[src/intr_pkg.sv]
// interrupt controller shared definitions.
// level count defaults, APB request/response structs,
// register offset map and APB phase encoding.

`default_nettype none

package intr_pkg;

  // ~~~~~~~~~~~~~~~~~~~~~~~~~~~~~~~~~~~~~~~~~~~~~~~~~~~~~~~~~~
  // sizing defaults.
  // ~~~~~~~~~~~~~~~~~~~~~~~~~~~~~~~~~~~~~~~~~~~~~~~~~~~~~~~~~~
  localparam int N_LEVELS_DEF = 16;  // sixteen request lines, level 15 highest.
  localparam int LVL_W_DEF    = 4;   // bits needed to number sixteen levels.
  localparam int APB_DW       = 16;  // width of the APB data buses.

  // ~~~~~~~~~~~~~~~~~~~~~~~~~~~~~~~~~~~~~~~~~~~~~~~~~~~~~~~~~~
  // APB port bundles.
  // ~~~~~~~~~~~~~~~~~~~~~~~~~~~~~~~~~~~~~~~~~~~~~~~~~~~~~~~~~~
  // master to slave, held stable from setup through access.
  typedef struct packed {
    logic              psel;     // slave selected.
    logic              penable;  // second cycle of a transfer.
    logic              pwrite;   // high for a write, low for a read.
    logic [3:0]        paddr;    // byte offset into the register block.
    logic [APB_DW-1:0] pwdata;   // write data.
  } apb_req_t;

  // slave to master.
  typedef struct packed {
    logic [APB_DW-1:0] prdata;   // read data, valid in the access phase.
    logic              pready;   // no wait states, high in every access.
    logic              pslverr;  // unmapped offset.
  } apb_rsp_t;

  // register offsets. The vector register carries valid in bit 15
  // and the winning level in the low bits.
  typedef enum logic [3:0] {
    REG_PEND   = 4'h0,  // read only, pending bits.
    REG_MASK   = 4'h4,  // read/write, enable mask.
    REG_CLEAR  = 4'h8,  // write only, write-one-to-clear.
    REG_VECTOR = 4'hC   // read only, read acknowledges the level.
  } reg_addr_e;

  // phase seen on the bus in the previous cycle.
  typedef enum logic [1:0] {
    ST_IDLE   = 2'd0,
    ST_SETUP  = 2'd1,
    ST_ACCESS = 2'd2
  } apb_state_e;

endpackage

`default_nettype wire

[src/irq_req_reg.sv]
// interrupt request latch bank.
// one pending bit per level, set by a low sample of its
// irq_n line and cleared by the matching clr bit.

`timescale 1ns/100ps
`default_nettype none

module irq_req_reg
  import intr_pkg::*;
#(
  parameter int N_LEVELS = N_LEVELS_DEF
) (
  input  logic                mclk,   // master clock, rising edge only.
  input  logic                rst_n,  // asynchronous reset, active low.
  input  logic [N_LEVELS-1:0] irq_n,  // request lines, active low.
  input  logic [N_LEVELS-1:0] clr,    // per-bit clear, one cycle wide.
  output logic [N_LEVELS-1:0] pend    // latched requests.
);

  logic [N_LEVELS-1:0] pend_q;  // the latch bank itself.

  // ~~~~~~~~~~~~~~~~~~~~~~~~~~~~~~~~~~~~~~~~~~~~~~~~~~~~~~~~~~
  // per-level request latch.
  // ~~~~~~~~~~~~~~~~~~~~~~~~~~~~~~~~~~~~~~~~~~~~~~~~~~~~~~~~~~
  // each bit is its own small flop so a level can be set and
  // cleared independently of the others.
  for (genvar i = 0; i < N_LEVELS; i++) begin : g_rqbit
    logic set_req;  // low sample on this line.
    logic hold;     // keep the bit unless software clears it.

    assign set_req = ~irq_n[i];
    assign hold    = pend_q[i] & ~clr[i];

    always_ff @(posedge mclk or negedge rst_n) begin
      if (!rst_n) begin
        pend_q[i] <= 1'b0;  // nothing pending out of reset.
      end else begin
        // set wins over clear. A line still held low after an
        // acknowledge is therefore seen again on the next edge.
        pend_q[i] <= set_req | hold;
      end
    end
  end

  // the pending vector is read by the priority encoder and
  // by the APB side in the same cycle it changes.
  assign pend = pend_q;

endmodule

`default_nettype wire

[src/irq_priority_enc.sv]
// interrupt priority encoder.
// masks the pending bits, picks the highest enabled level
// and drives the interrupt output.

`timescale 1ns/100ps
`default_nettype none

module irq_priority_enc
  import intr_pkg::*;
#(
  parameter int N_LEVELS = N_LEVELS_DEF,
  parameter int LVL_W    = LVL_W_DEF
) (
  input  logic [N_LEVELS-1:0] pend,       // latched requests.
  input  logic [N_LEVELS-1:0] mask,       // enable per level, 1 = enabled.
  output logic [LVL_W-1:0]    top_level,  // highest enabled pending level.
  output logic                top_valid,  // some enabled level is pending.
  output logic                irq         // interrupt to the CPU.
);

  logic [N_LEVELS-1:0] active;  // pending and enabled.

  assign active = pend & mask;

  // ~~~~~~~~~~~~~~~~~~~~~~~~~~~~~~~~~~~~~~~~~~~~~~~~~~~~~~~~~~
  // highest level search.
  // ~~~~~~~~~~~~~~~~~~~~~~~~~~~~~~~~~~~~~~~~~~~~~~~~~~~~~~~~~~
  // scan from the top level down and stop at the first active
  // bit. With nothing active the level reads zero.
  always_comb begin
    logic found;

    found     = 1'b0;
    top_level = '0;
    for (int i = N_LEVELS - 1; i >= 0; i--) begin
      if (active[i] && !found) begin
        top_level = LVL_W'(i);  // first hit is the winner.
        found     = 1'b1;
      end
    end
    top_valid = found;
  end

  // irq is just the OR of the enabled requests, it is not
  // registered so it follows pend and mask in the same cycle.
  assign irq = |active;

endmodule

`default_nettype wire

[src/intr_apb_ctrl.sv]
// APB slave for the interrupt controller.
// phase tracking FSM, enable mask register, read mux,
// write-one-to-clear and acknowledge on vector read.

`timescale 1ns/100ps
`default_nettype none

module intr_apb_ctrl
  import intr_pkg::*;
#(
  parameter int N_LEVELS = N_LEVELS_DEF,
  parameter int LVL_W    = LVL_W_DEF
) (
  input  logic                mclk,       // master clock.
  input  logic                rst_n,      // asynchronous reset, active low.
  input  apb_req_t            apb_req,    // bus request from the CPU.
  output apb_rsp_t            apb_rsp,    // bus response to the CPU.
  input  logic [N_LEVELS-1:0] pend,       // pending bits from the latch bank.
  input  logic [LVL_W-1:0]    top_level,  // winning level.
  input  logic                top_valid,  // winner exists.
  output logic [N_LEVELS-1:0] mask,       // enable mask to the encoder.
  output logic [N_LEVELS-1:0] clr         // per-bit clear to the latch bank.
);

  apb_state_e          state_q;   // bus phase seen in the previous cycle.
  apb_state_e          state_d;
  logic [N_LEVELS-1:0] mask_q;    // enable mask register.
  logic                acc;       // access phase of a proper transfer.
  logic                mapped;    // paddr hits a register.
  logic [APB_DW-1:0]   rd_data;   // read mux output.
  logic [N_LEVELS-1:0] wr_clr;    // clear bits from a CLEAR write.
  logic [N_LEVELS-1:0] ack_clr;   // one-hot clear from a vector read.

  // ~~~~~~~~~~~~~~~~~~~~~~~~~~~~~~~~~~~~~~~~~~~~~~~~~~~~~~~~~~
  // bus phase tracking.
  // ~~~~~~~~~~~~~~~~~~~~~~~~~~~~~~~~~~~~~~~~~~~~~~~~~~~~~~~~~~
  always_comb begin
    if (apb_req.psel && !apb_req.penable) state_d = ST_SETUP;
    else if (apb_req.psel)                state_d = ST_ACCESS;
    else                                  state_d = ST_IDLE;
  end

  always_ff @(posedge mclk or negedge rst_n) begin
    if (!rst_n) state_q <= ST_IDLE;
    else        state_q <= state_d;
  end

  // a transfer acts once, in the access cycle right after setup.
  assign acc = apb_req.psel & apb_req.penable & (state_q == ST_SETUP);

  // ~~~~~~~~~~~~~~~~~~~~~~~~~~~~~~~~~~~~~~~~~~~~~~~~~~~~~~~~~~
  // address decode and read mux.
  // ~~~~~~~~~~~~~~~~~~~~~~~~~~~~~~~~~~~~~~~~~~~~~~~~~~~~~~~~~~
  always_comb begin
    mapped  = 1'b1;
    rd_data = '0;  // unused bits read as zero.
    case (reg_addr_e'(apb_req.paddr))
      REG_PEND:   rd_data[N_LEVELS-1:0] = pend;
      REG_MASK:   rd_data[N_LEVELS-1:0] = mask_q;
      REG_CLEAR:  rd_data = '0;  // write only.
      REG_VECTOR: begin
        rd_data[APB_DW-1]  = top_valid;  // valid flag in bit 15.
        rd_data[LVL_W-1:0] = top_level;
      end
      default:    mapped = 1'b0;
    endcase
  end

  // no wait states. pslverr only for an unmapped offset.
  assign apb_rsp.prdata  = rd_data;
  assign apb_rsp.pready  = apb_req.psel & apb_req.penable;
  assign apb_rsp.pslverr = apb_req.psel & apb_req.penable & ~mapped;

  // ~~~~~~~~~~~~~~~~~~~~~~~~~~~~~~~~~~~~~~~~~~~~~~~~~~~~~~~~~~
  // mask register and clear strobes.
  // ~~~~~~~~~~~~~~~~~~~~~~~~~~~~~~~~~~~~~~~~~~~~~~~~~~~~~~~~~~
  always_ff @(posedge mclk or negedge rst_n) begin
    if (!rst_n) begin
      mask_q <= '0;  // all levels disabled.
    end else if (acc && apb_req.pwrite && reg_addr_e'(apb_req.paddr) == REG_MASK) begin
      mask_q <= apb_req.pwdata[N_LEVELS-1:0];
    end
  end

  always_comb begin
    wr_clr  = '0;
    ack_clr = '0;
    if (acc && apb_req.pwrite && reg_addr_e'(apb_req.paddr) == REG_CLEAR)
      wr_clr = apb_req.pwdata[N_LEVELS-1:0];  // write-one-to-clear.
    // reading the vector acknowledges the level it returns.
    if (acc && !apb_req.pwrite && reg_addr_e'(apb_req.paddr) == REG_VECTOR && top_valid)
      ack_clr[top_level] = 1'b1;
  end

  assign clr  = wr_clr | ack_clr;  // taken by the latches at the end of access.
  assign mask = mask_q;

endmodule

`default_nettype wire

[src/intr_cntlr_top.sv]
// interrupt controller top level.
// request latch bank, priority encoder and APB slave,
// with the APB port, request lines and irq brought out.

`timescale 1ns/100ps
`default_nettype none

module intr_cntlr_top
  import intr_pkg::*;
#(
  parameter int N_LEVELS = N_LEVELS_DEF
) (
  input  logic                mclk,     // master clock.
  input  logic                rst_n,    // asynchronous reset, active low.
  input  apb_req_t            apb_req,  // APB request from the CPU.
  output apb_rsp_t            apb_rsp,  // APB response.
  input  logic [N_LEVELS-1:0] irq_n,    // request lines, active low.
  output logic                irq       // interrupt to the CPU.
);

  // level number width follows the level count.
  localparam int LVL_W = (N_LEVELS > 1) ? $clog2(N_LEVELS) : 1;

  logic [N_LEVELS-1:0] pend;       // latched requests.
  logic [N_LEVELS-1:0] mask;       // enable mask.
  logic [N_LEVELS-1:0] clr;        // clear strobes to the latches.
  logic [LVL_W-1:0]    top_level;  // winning level.
  logic                top_valid;  // winner exists.

  irq_req_reg #(.N_LEVELS(N_LEVELS)) u_req_reg (
    .mclk (mclk),
    .rst_n(rst_n),
    .irq_n(irq_n),
    .clr  (clr),
    .pend (pend)
  );

  irq_priority_enc #(.N_LEVELS(N_LEVELS), .LVL_W(LVL_W)) u_prio_enc (
    .pend     (pend),
    .mask     (mask),
    .top_level(top_level),
    .top_valid(top_valid),
    .irq      (irq)
  );

  intr_apb_ctrl #(.N_LEVELS(N_LEVELS), .LVL_W(LVL_W)) u_apb_ctrl (
    .mclk     (mclk),
    .rst_n    (rst_n),
    .apb_req  (apb_req),
    .apb_rsp  (apb_rsp),
    .pend     (pend),
    .top_level(top_level),
    .top_valid(top_valid),
    .mask     (mask),
    .clr      (clr)
  );

endmodule

`default_nettype wire

[config.mk]
export PLATFORM = sky130hd
export DESIGN_NAME = intr_cntlr_top
export DESIGN_NICKNAME = d
export VERILOG_FILES = /design/src/intr_pkg.sv /design/src/irq_req_reg.sv /design/src/irq_priority_enc.sv /design/src/intr_apb_ctrl.sv /design/src/intr_cntlr_top.sv
export SDC_FILE = /design/constraint.sdc
export NUM_CORES = 1
export LEC_CHECK = 0
export BUFFER_PORTS_ARGS = -buffer_cell sky130_fd_sc_hd__buf_2
export CAP_MARGIN = 15
export CORE_MARGIN = 2
export CORE_UTILIZATION = 51
export DETAILED_ROUTE_END_ITERATION = 10
export PLACE_DENSITY = 0.79
export SLEW_MARGIN = 20
export SYNTH_ARGS = -nofsm -noshare
export SYNTH_HDL_FRONTEND = slang
export SYNTH_SLANG_ARGS = --single-unit
[constraint.sdc]
create_clock -name mclk -period 2.31 [get_ports mclk]
set_input_delay 0.462 -clock mclk [delete_from_list [all_inputs] [get_ports mclk]]
set_output_delay 0.462 -clock mclk [all_outputs]
set_load 0.02 [all_outputs]
==> run_results.csv, run 1 <==
group,metric,value,unit
clock_tree,cts-root-buf,"clkbuf_8",
worst_setup_path,critPathArrivalTime,1880,ps
route,vias,1956,
synthesis,synth_edf_count,0,
route,drc,0,
placement,dp.final_hpwl,3915,µm
worst_setup_path,cp_max_fo,6,
die,io_pins,60,
sta,hold_viol,0,
global_route,grt_pass1_vias,2006,
sta,setup_slack,-34.05,ps
layout,finalInstanceArea,2683,µm²
worst_setup_path,rrSetupSlack,160,ps
layout,syn2layout_area_growth,34.17,%
sta,final.setup_skew,6.244,ps
die,dieWidth,66.62,µm
clock_tree,cts_tree,"yes",
route,routed_via_density,5.892,
worst_setup_path,crit_type,"reg -> out",
worst_setup_path,start_kind,"register",
clock_tree,cts_buffers,5,
placement,routabilityCongestion,0.8615,
route,ant_nets,0,
status,failed_checks,"setup timing",
layout,antenna_cells,0,
global_route,antenna_found_initial,0,
worst_setup_path,max_stage_delay,420,ps
power_and_ir_drop,p_per_area,528.4,nW/µm²
sta,layout_min_cycle_time,2344,ps
sta,worst_pin_slew,765.1,ps
clock_tree,clockBufferDepth,2,
layout,layout-drive-gt1-share,0.4472,
layout,post-route-util,0.7219,
synthesis,synth_fp_nets,238,
min_path,min_path_type,"in -> async",
power_and_ir_drop,switchingPower,0.0004117,W
worst_setup_path,slowest_stage,"dfrtp_1",
synthesis,yosysWarnings,0,
worst_setup_path,crit_path_frequent_cell,"o211ai_1",
worst_setup_path,cp_cell_sequence,"a22o_4 -> nand4b_4 -> o211ai_1 -> o211ai_1 -> a21oi_2 -> buf_6",
placement,io_buffers,59,
worst_setup_path,reg2regPathDepth,7,
synthesis,synthFlopType,"dfrtp_1",
sta,setup_viol,4,
worst_setup_path,crit_required,1850,ps
synthesis,synth-seq-cells,34,
synthesis,syn_area,1999,µm²
job,drv_cap,0,
power_and_ir_drop,power.share.combinational,0.255,
power_and_ir_drop,peakVddDrop,0.2768,mV
worst_setup_path,critPathCaptureType,"output port",
sta,slew_headroom,0.4899,
route,drtPass1Iterations,4,
power_and_ir_drop,p_clk_frac,0.308,
clock_tree,clk_latency,290,ps
clock_tree,cts.sinks,34,
sta,fin_crit_sh,1.015,
worst_setup_path,critPathTopFamily,"compound AO/OA/AOI/OAI gates",
worst_setup_path,rr_startpoint,"u_req_reg.pend[14]",
die,start_util,0.5380,
power_and_ir_drop,p_leak,1.189,nW
die,die_h,66.62,µm
global_route,grt_pass1_wl,9211,µm
sta,rsz0062_at_grt,"yes",
route,drt_wl_total,5705,µm
global_route,grt-ovfl-total,0,
power_and_ir_drop,swShare,0.2904,
worst_setup_path,r2r-end,"u_req_reg.pend[4]",
synthesis,async_flop_share,1.000,
die,coreArea,3716,µm²
synthesis,yosysSeqAreaShare,0.4255,
synthesis,syn_inst,197,
die,rows,22,
layout,fin_nets,326,
sta,drv_slew,0,
placement,dpl_cell_area,2424,µm²
synthesis,ys_types,42,
die,dieArea,4438,µm²
route,wl_per_cell,17.18,µm
status,outcome,"finished, violations left",
synthesis,synth.avg_cell_area,10.15,µm²
global_route,grt_max_degree,35,
power_and_ir_drop,seq_power_share,0.437,
sta,fmax,0.4266,GHz
worst_setup_path,path_buf_inv,1,
clock_tree,path_clk_slew,70,ps
global_route,grtUsageTotal,0.2780,
clock_tree,h-tree-depth,2,
power_and_ir_drop,intPower,0.001006,W
route,first_iter_violations,190,
==> worst max path at each step <==
stage,start,cells after the start,end,slack [ps]
3_3_place_gp,u_apb_ctrl.mask[5],6,apb_rsp[2],160
2_1_floorplan,u_apb_ctrl.mask[5],5,apb_rsp[2],120
3_5_place_dp,u_apb_ctrl.mask[5],6,apb_rsp[2],170
6_report,u_req_reg.pend[11],6,apb_rsp[3],-30
5_1_grt,u_req_reg.pend[11],6,apb_rsp[5],-110
4_1_cts,u_apb_ctrl.mask[11],6,apb_rsp[3],-40
==> flip-flops by register name, indices dropped and copies added (netlist names) <==
| name | count |
|---|---|
| u_apb_ctrl.state_q | 2 |
| u_apb_ctrl.mask | 16 |
| u_req_reg.pend | 16 |
==> cells by family after synthesis <==
group	Yosys count	synth area share
AOI/OAI and AO/OA	68	0.2660
buffers and inverters	10	0.02378
DFF	34	0.4255
muxes	17	0.09574
and+or+nand+nor	68	0.1890
==> power by group through the flow <==
stage | logic [W] | clock network, W | registers (W)
6_report | 0.000361 | 0.000436 | 0.000620
5_1_grt | 0.000390 | 0.000464 | 0.000621
4_1_cts | 0.000335 | 0.000445 | 0.000619
3_5_place_dp | 0.000304 | 0 | 0.000630
3_3_place_gp | 0.000302 | 0 | 0.000630
2_1_floorplan | 0.000168 | 0 | 0.000628
==> per-stage QoR <==
step	power, W	hold WS [ps]	std cells	TNS, ps	setup slack, ps
after floorplan	0.0007955	166.4	197	0	124.8
after global placement	0.0009312	523.2	310	0	156.4
after detailed placement	0.0009345	535.1	310	0	165.7
after CTS	0.001399	269.2	325	-79.98	-40.18
after global routing	0.001475	304.6	332	-414.8	-105.1
final	0.001417	244.8	332	-93.78	-34.05
==> worst register-to-register path, delay by kind of cell (launching register included) <==
| kind | cells | cell delay [ps] |
|---|---|---|
| buffers and inverters | 2 | 350 |
| AOI/OAI and AO/OA | 2 | 380 |
| and+or+nand+nor | 3 | 880 |
| DFF | 1 | 420 |
==> final cells by class <==
type	instances	area (µm²)
multi-input cells	154	1154
clock buffers	6	82.58
repair buffers	89	531.8
flip-flops and latches	34	850.8
inverters	1	3.754
well taps	48	60.06
fillers	292	1033
==> metal layers <==
layer,GRT usage,vias to the layer above,share of wire
met5,0,-,0
met4,0.09949,0,0.0098
met3,0.07095,9,0.063
met2,0.4713,82,0.50
met1,0.3405,929,0.43
li1,-,936,-
==> cells in the mapped netlist (all sizes together), types with 4 or more instances <==
cell type	number	area [µm²]
a21boi	12	90.09
o21ai	4	20.01
buf	6	32.53
and2	4	25.02
a41oi	6	52.55
mux2	17	191.4
a22oi	7	62.56
a31oi	5	31.28
nand2	34	130.1
o211ai	5	37.54
nor2	8	30.03
a21oi	4	20.02
nor3	5	25.02
dfrtp	34	850.8
a22o	15	131.4
==> what timing repair did <==
| item | 4_1_cts | 5_1_grt |
|---|---|---|
| pin swaps | 9 | 5 |
| buffers inserted | 8 | 7 |
| resized for setup | 6 | 9 |
| gates cloned | 1 | 0 |
| setup endpoints to repair | 5 | 6 |
| hold buffers | 0 | 0 |
==> placed cells by master (no fill, tap or decap), drive strengths merged, types with 4 or more instances in the layout <==
master,n
and2,4
a31oi,5
nor3,5
o21ai,4
dfrtp,34
a41oi,6
a21boi,12
a22oi,7
buf,89
o211ai,5
mux2,17
nand2,34
clkbuf,6
nor2,8
a21oi,4
a22o,15
No activity file was read; power rests on OpenSTA's default activity.
==> inputs of run 2 (changes only) <==
Settings changed: SKIP_CTS_REPAIR_TIMING from default to 1.
==> run 2 against run 1 <==
  * The flow still finishes with violations (setup timing)
  * Highest routed layer unchanged
  * Sequential share of layout area increased by 0.91 points
  * Hold slack got worse by 12 ps
  * Clock power increased by 1%
  * Maximum frequency decreased by 1.9%
  * Wire length decreased by 5.6%
==> run_results.csv, run 2 (synthesis results as in run 1) <==
group,metric,value,unit
sta,fin_crit_sh,1.035,
layout,layout_common_cells,"buf_2, dfrtp_1, nand2_1, buf_4, mux2_2",
sta,final.setup_skew,7.060,ps
worst_setup_path,max_stage_delay,430,ps
die,rows,22,
layout,layout-drive-gt1-share,0.4291,
route,top_layer_used,"met4",
die,dieWidth,66.62,µm
clock_tree,cts_tree,"yes",
route,wl_met2,2663,µm
worst_setup_path,cp_max_fo,5,
placement,io_buffers,59,
sta,worst_pin_slew,748.5,ps
min_path,min_path_type,"in -> async",
job,drv_cap,0,
sta,hold_viol,0,
layout,syn2layout_area_growth,30.60,%
layout,multi_input_area,1149,µm²
route,dr_wl_met3,284,µm
placement,dp.final_hpwl,3915,µm
power_and_ir_drop,p_total,0.001406,W
clock_tree,clockBufferDepth,2,
worst_setup_path,crit_required,1850,ps
power_and_ir_drop,p_leak,1.145,nW
status,outcome,"finished, violations left",
die,io_pins,60,
global_route,grtUsageTotal,0.2602,
sta,setup_viol,5,
worst_setup_path,start_kind,"register",
layout,antenna_cells,0,
power_and_ir_drop,peakVddDrop,0.2768,mV
worst_setup_path,crit_type,"reg -> out",
worst_setup_path,critPathCaptureType,"output port",
clock_tree,path_clk_slew,70,ps
route,ant_nets,0,
layout,fill_cells,303,
sta,whs,232.3,ps
die,dieArea,4438,µm²
sta,fmax,0.4184,GHz
global_route,grt_pass1_vias,1855,
layout,finalInstanceArea,2611,µm²
route,routed_via_density,5.845,
route,drt_wl_total,5385,µm
layout,ff_latch_area,852.1,µm²
layout,final_common_cell,"buf_2",
route,drtPass1Iterations,4,
route,first_iter_violations,108,
die,start_util,0.5380,
power_and_ir_drop,p_per_area,538.5,nW/µm²
worst_setup_path,cp_cell_sequence,"a22oi_2 -> nand4b_4 -> buf_4 -> o21a_1 -> o21ai_1 -> buf_4",
sta,setup_slack,-80.08,ps
global_route,antenna_found_initial,0,
route,wl_per_cell,16.67,µm
clock_tree,clk_latency,290,ps
global_route,grt_pass1_wl,8673,µm
clock_tree,cts_buffers,5,
clock_tree,cts-root-buf,"clkbuf_8",
worst_setup_path,slowest_stage,"dfrtp_2",
placement,dpl_cell_area,2424,µm²
clock_tree,h-tree-depth,2,
sta,drv_slew,0,
worst_setup_path,critPathArrivalTime,1930,ps
global_route,grt_max_degree,35,
worst_setup_path,crit_path_frequent_cell,"buf_4",
route,wl_met1,2367,µm
placement,routabilityCongestion,0.8615,
sta,slew_headroom,0.5010,
route,vias,1888,
die,coreArea,3716,µm²
sta,rsz0062_at_grt,"yes",
sta,layout_min_cycle_time,2390,ps
clock_tree,cts.sinks,34,
die,die_h,66.62,µm
layout,fin_nets,317,
global_route,grt-ovfl-total,0,
route,drc,0,
status,failed_checks,"setup timing",
sta,setup_tns,-307.4,ps
run 2: through the flow:
stage,util,setup slack (ps),std cells
5_1_grt,0.7027,-158.8,323
6_report,0.7027,-80.08,323
3_5_place_dp,0.6522,165.7,310
2_1_floorplan,-,124.8,197
4_1_cts,0.6744,-151.2,316
3_3_place_gp,0.6522,156.4,310
run 2: routing by layer:
| metal | GRT usage | up-vias |
|---|---|---|
| li1 | - | 918 |
| met1 | 0.3337 | 899 |
| met2 | 0.4425 | 61 |
| met3 | 0.05574 | 10 |
| met4 | 0.07143 | 0 |
| met5 | 0 | - |
run 2: area by class of cell:
cell class,count,area share
Inverter,1,0.001437
Clock buffer,6,0.03162
Tap cell,48,0.02300
Sequential cell,34,0.3263
Timing Repair Buffer,80,0.1778
Multi-Input combinational cell,154,0.4399
run 2: critical path: cells and delay by family (launching register included):
family / cells / cell delay, ps
compound gates: 3 / 690
flops: 1 / 430
buf+inv: 2 / 340
simple gates: 1 / 190
run 2: path summary, 6_finish.rpt:
path | start | endpoint | slack (ps) | cells past startpoint
worst max register to register | u_apb_ctrl.mask[12] | u_req_reg.pend[4] | 160 | 7
min in group mclk | irq_n[12] | u_req_reg.pend[12] | 320 | 2
max in group asynchronous | rst_n | u_req_reg.pend[15] | 1550 | 1
worst max-delay path | u_req_reg.pend[15] | apb_rsp[2] | -80 | 6
worst min register to register | u_apb_ctrl.mask[0] | u_apb_ctrl.mask[0] | 550 | 1
worst min-delay path | rst_n | u_apb_ctrl.mask[1] | 230 | 1
run 2: where the power goes:
part / internal, W / switching (W) / total (W)
sequential: 0.000608 / 0.0000120 / 0.000620
clock: 0.000230 / 0.000212 / 0.000441
combinational: 0.000156 / 0.000188 / 0.000345
==> inputs of run 3 (changes only) <==
Settings changed: CORE_ASPECT_RATIO from default to 0.9.
==> run 3 against run 2 <==
  * The run still ends with setup timing left
  * Core utilization increased by 0.72 points
  * First-iteration DRC count increased by 47%
  * Non-clock buffer count increased by 3
  * Critical path depth unchanged
  * Sequential power about the same
  * Clock power decreased by 2%
  * Die area about the same
  * Largest cell class unchanged
  * Sequential share of layout area decreased by 0.46 points
  * Critical path type unchanged
==> run_results.csv, run 3 (synthesis results as in run 1) <==
group,metric,value,unit
layout,layout-drive-gt1-share,0.4513,
die,rows,21,
worst_setup_path,critPathCaptureType,"output port",
die,io_pins,60,
status,outcome,"finished, violations left",
route,drt_wl_total,5457,µm
route,first_iter_violations,159,
power_and_ir_drop,switchingPower,0.0003994,W
status,failed_checks,"setup timing",
global_route,grt-ovfl-total,0,
die,start_util,0.5359,
worst_setup_path,critPathArrivalTime,1940,ps
placement,dp_cells,308,
layout,multi_input_area,1142,µm²
route,drtPass1Iterations,4,
power_and_ir_drop,p_per_area,523.9,nW/µm²
clock_tree,clockBufferDepth,2,
placement,dp.final_hpwl,3997,µm
power_and_ir_drop,p_clk_frac,0.311,
worst_setup_path,crit_required,1850,ps
clock_tree,cts.sinks,34,
worst_setup_path,crit_type,"reg -> out",
power_and_ir_drop,power.share.combinational,0.242,
die,dieArea,4438,µm²
layout,fin_nets,319,
worst_setup_path,r2r-end,"u_req_reg.pend[4]",
sta,hold_viol,0,
placement,dpl_cell_area,2434,µm²
layout,post-route-util,0.7099,
layout,finalInstanceArea,2649,µm²
global_route,grt_max_degree,35,
clock_tree,cts_buffers,5,
sta,worst_pin_slew,759.9,ps
sta,rsz0062_at_grt,"yes",
power_and_ir_drop,peakVddDrop,0.3673,mV
power_and_ir_drop,p_total,0.001388,W
clock_tree,path_clk_slew,70,ps
layout,layout_common_cells,"buf_2, dfrtp_1, nand2_1, buf_4, mux2_2",
layout,fin_cells,323,
layout,syn2layout_area_growth,32.48,%
placement,routabilityCongestion,0.8356,
clock_tree,clk_latency,280,ps
worst_setup_path,reg2regPathDepth,7,
sta,whs,248.2,ps
worst_setup_path,rrSetupSlack,150,ps
sta,slew_headroom,0.4934,
power_and_ir_drop,p_leak,1.167,nW
clock_tree,h-tree-depth,2,
layout,final_common_cell,"buf_2",
global_route,antenna_found_initial,0,
layout,antenna_cells,0,
route,ant_nets,0,
power_and_ir_drop,seq_power_share,0.447,
global_route,grt_pass1_vias,1815,
sta,setup_slack,-94.11,ps
route,routed_via_density,6.071,
worst_setup_path,start_kind,"register",
layout,ff_latch_area,852.1,µm²
clock_tree,cts_tree,"yes",
route,drc,0,
global_route,grtUsageTotal,0.2497,
worst_setup_path,cp_max_fo,6,
layout,fill_cells,292,
route,wl_per_cell,16.89,µm
sta,fmax,0.4160,GHz
placement,io_buffers,59,
die,dieWidth,70,µm
sta,drv_slew,0,
die,die_h,63.40,µm
sta,fin_crit_sh,1.041,
sta,setup_viol,2,
worst_setup_path,rr_startpoint,"u_apb_ctrl.mask[11]",
min_path,min_path_type,"in -> async",
job,drv_cap,0,
sta,layout_min_cycle_time,2404,ps
clock_tree,cts-root-buf,"clkbuf_8",
die,coreArea,3731,µm²
power_and_ir_drop,intPower,0.0009884,W
global_route,grt_pass1_wl,8769,µm
sta,final.setup_skew,2.969,ps
power_and_ir_drop,swShare,0.2878,
route,vias,1961,
## run 3: worst max-delay path, stage by stage, from the launching register on
cell and delay (ps):
dfrtp_1 400, a22o_1 290, nand4b_4 230, o211ai_1 280
o211ai_1 130, a21oi_1 160, buf_4 160
## run 3: through the flow
stage | setup TNS (ps) | setup WS [ps]
floorplan | 0 | 124.8
global placement | 0 | 90.82
detailed placement | 0 | 91.43
CTS | -665.6 | -237.4
global route | -442.3 | -232.9
finish | -95.78 | -94.11
## run 3: area by class of cell
| cell class | count | area share |
|---|---|---|
| tap | 46 | 0.02173 |
| clock buffer | 6 | 0.03118 |
| multi-input combinational | 153 | 0.4313 |
| timing repair buffer | 83 | 0.1927 |
| sequential | 34 | 0.3217 |
| inverter | 1 | 0.001417 |
## run 3: worst max path at each step
stage / startpoint / end / slack, ps / cells past startpoint
CTS: u_apb_ctrl.mask[5] / apb_rsp[2] / -240 / 6
finish: u_apb_ctrl.mask[11] / apb_rsp[3] / -90 / 6
global route: u_req_reg.pend[15] / apb_rsp[3] / -230 / 6
floorplan: u_apb_ctrl.mask[5] / apb_rsp[2] / 120 / 5
detailed placement: u_apb_ctrl.mask[5] / apb_rsp[2] / 90 / 6
global placement: u_apb_ctrl.mask[5] / apb_rsp[2] / 90 / 6
## run 3: per-layer routing
layer | wire length [µm] | global-route usage | vias to the layer above | part of all wire
met1 | 2427 | 0.3597 | 951 | 0.44
met5 | 0 | 0 | - | 0
li1 | - | - | 922 | -
met3 | 397 | 0.04480 | 7 | 0.073
met2 | 2564 | 0.3857 | 81 | 0.47
met4 | 68 | 0.07452 | 0 | 0.012
## run 3: power by group through the flow
stage	logic [W]	registers (W)	clock network, W
floorplan	0.000168	0.000628	0
finish	0.000336	0.000621	0.000432
global route	0.000361	0.000622	0.000471
global placement	0.000292	0.000630	0
CTS	0.000297	0.000620	0.000440
detailed placement	0.000295	0.000631	0
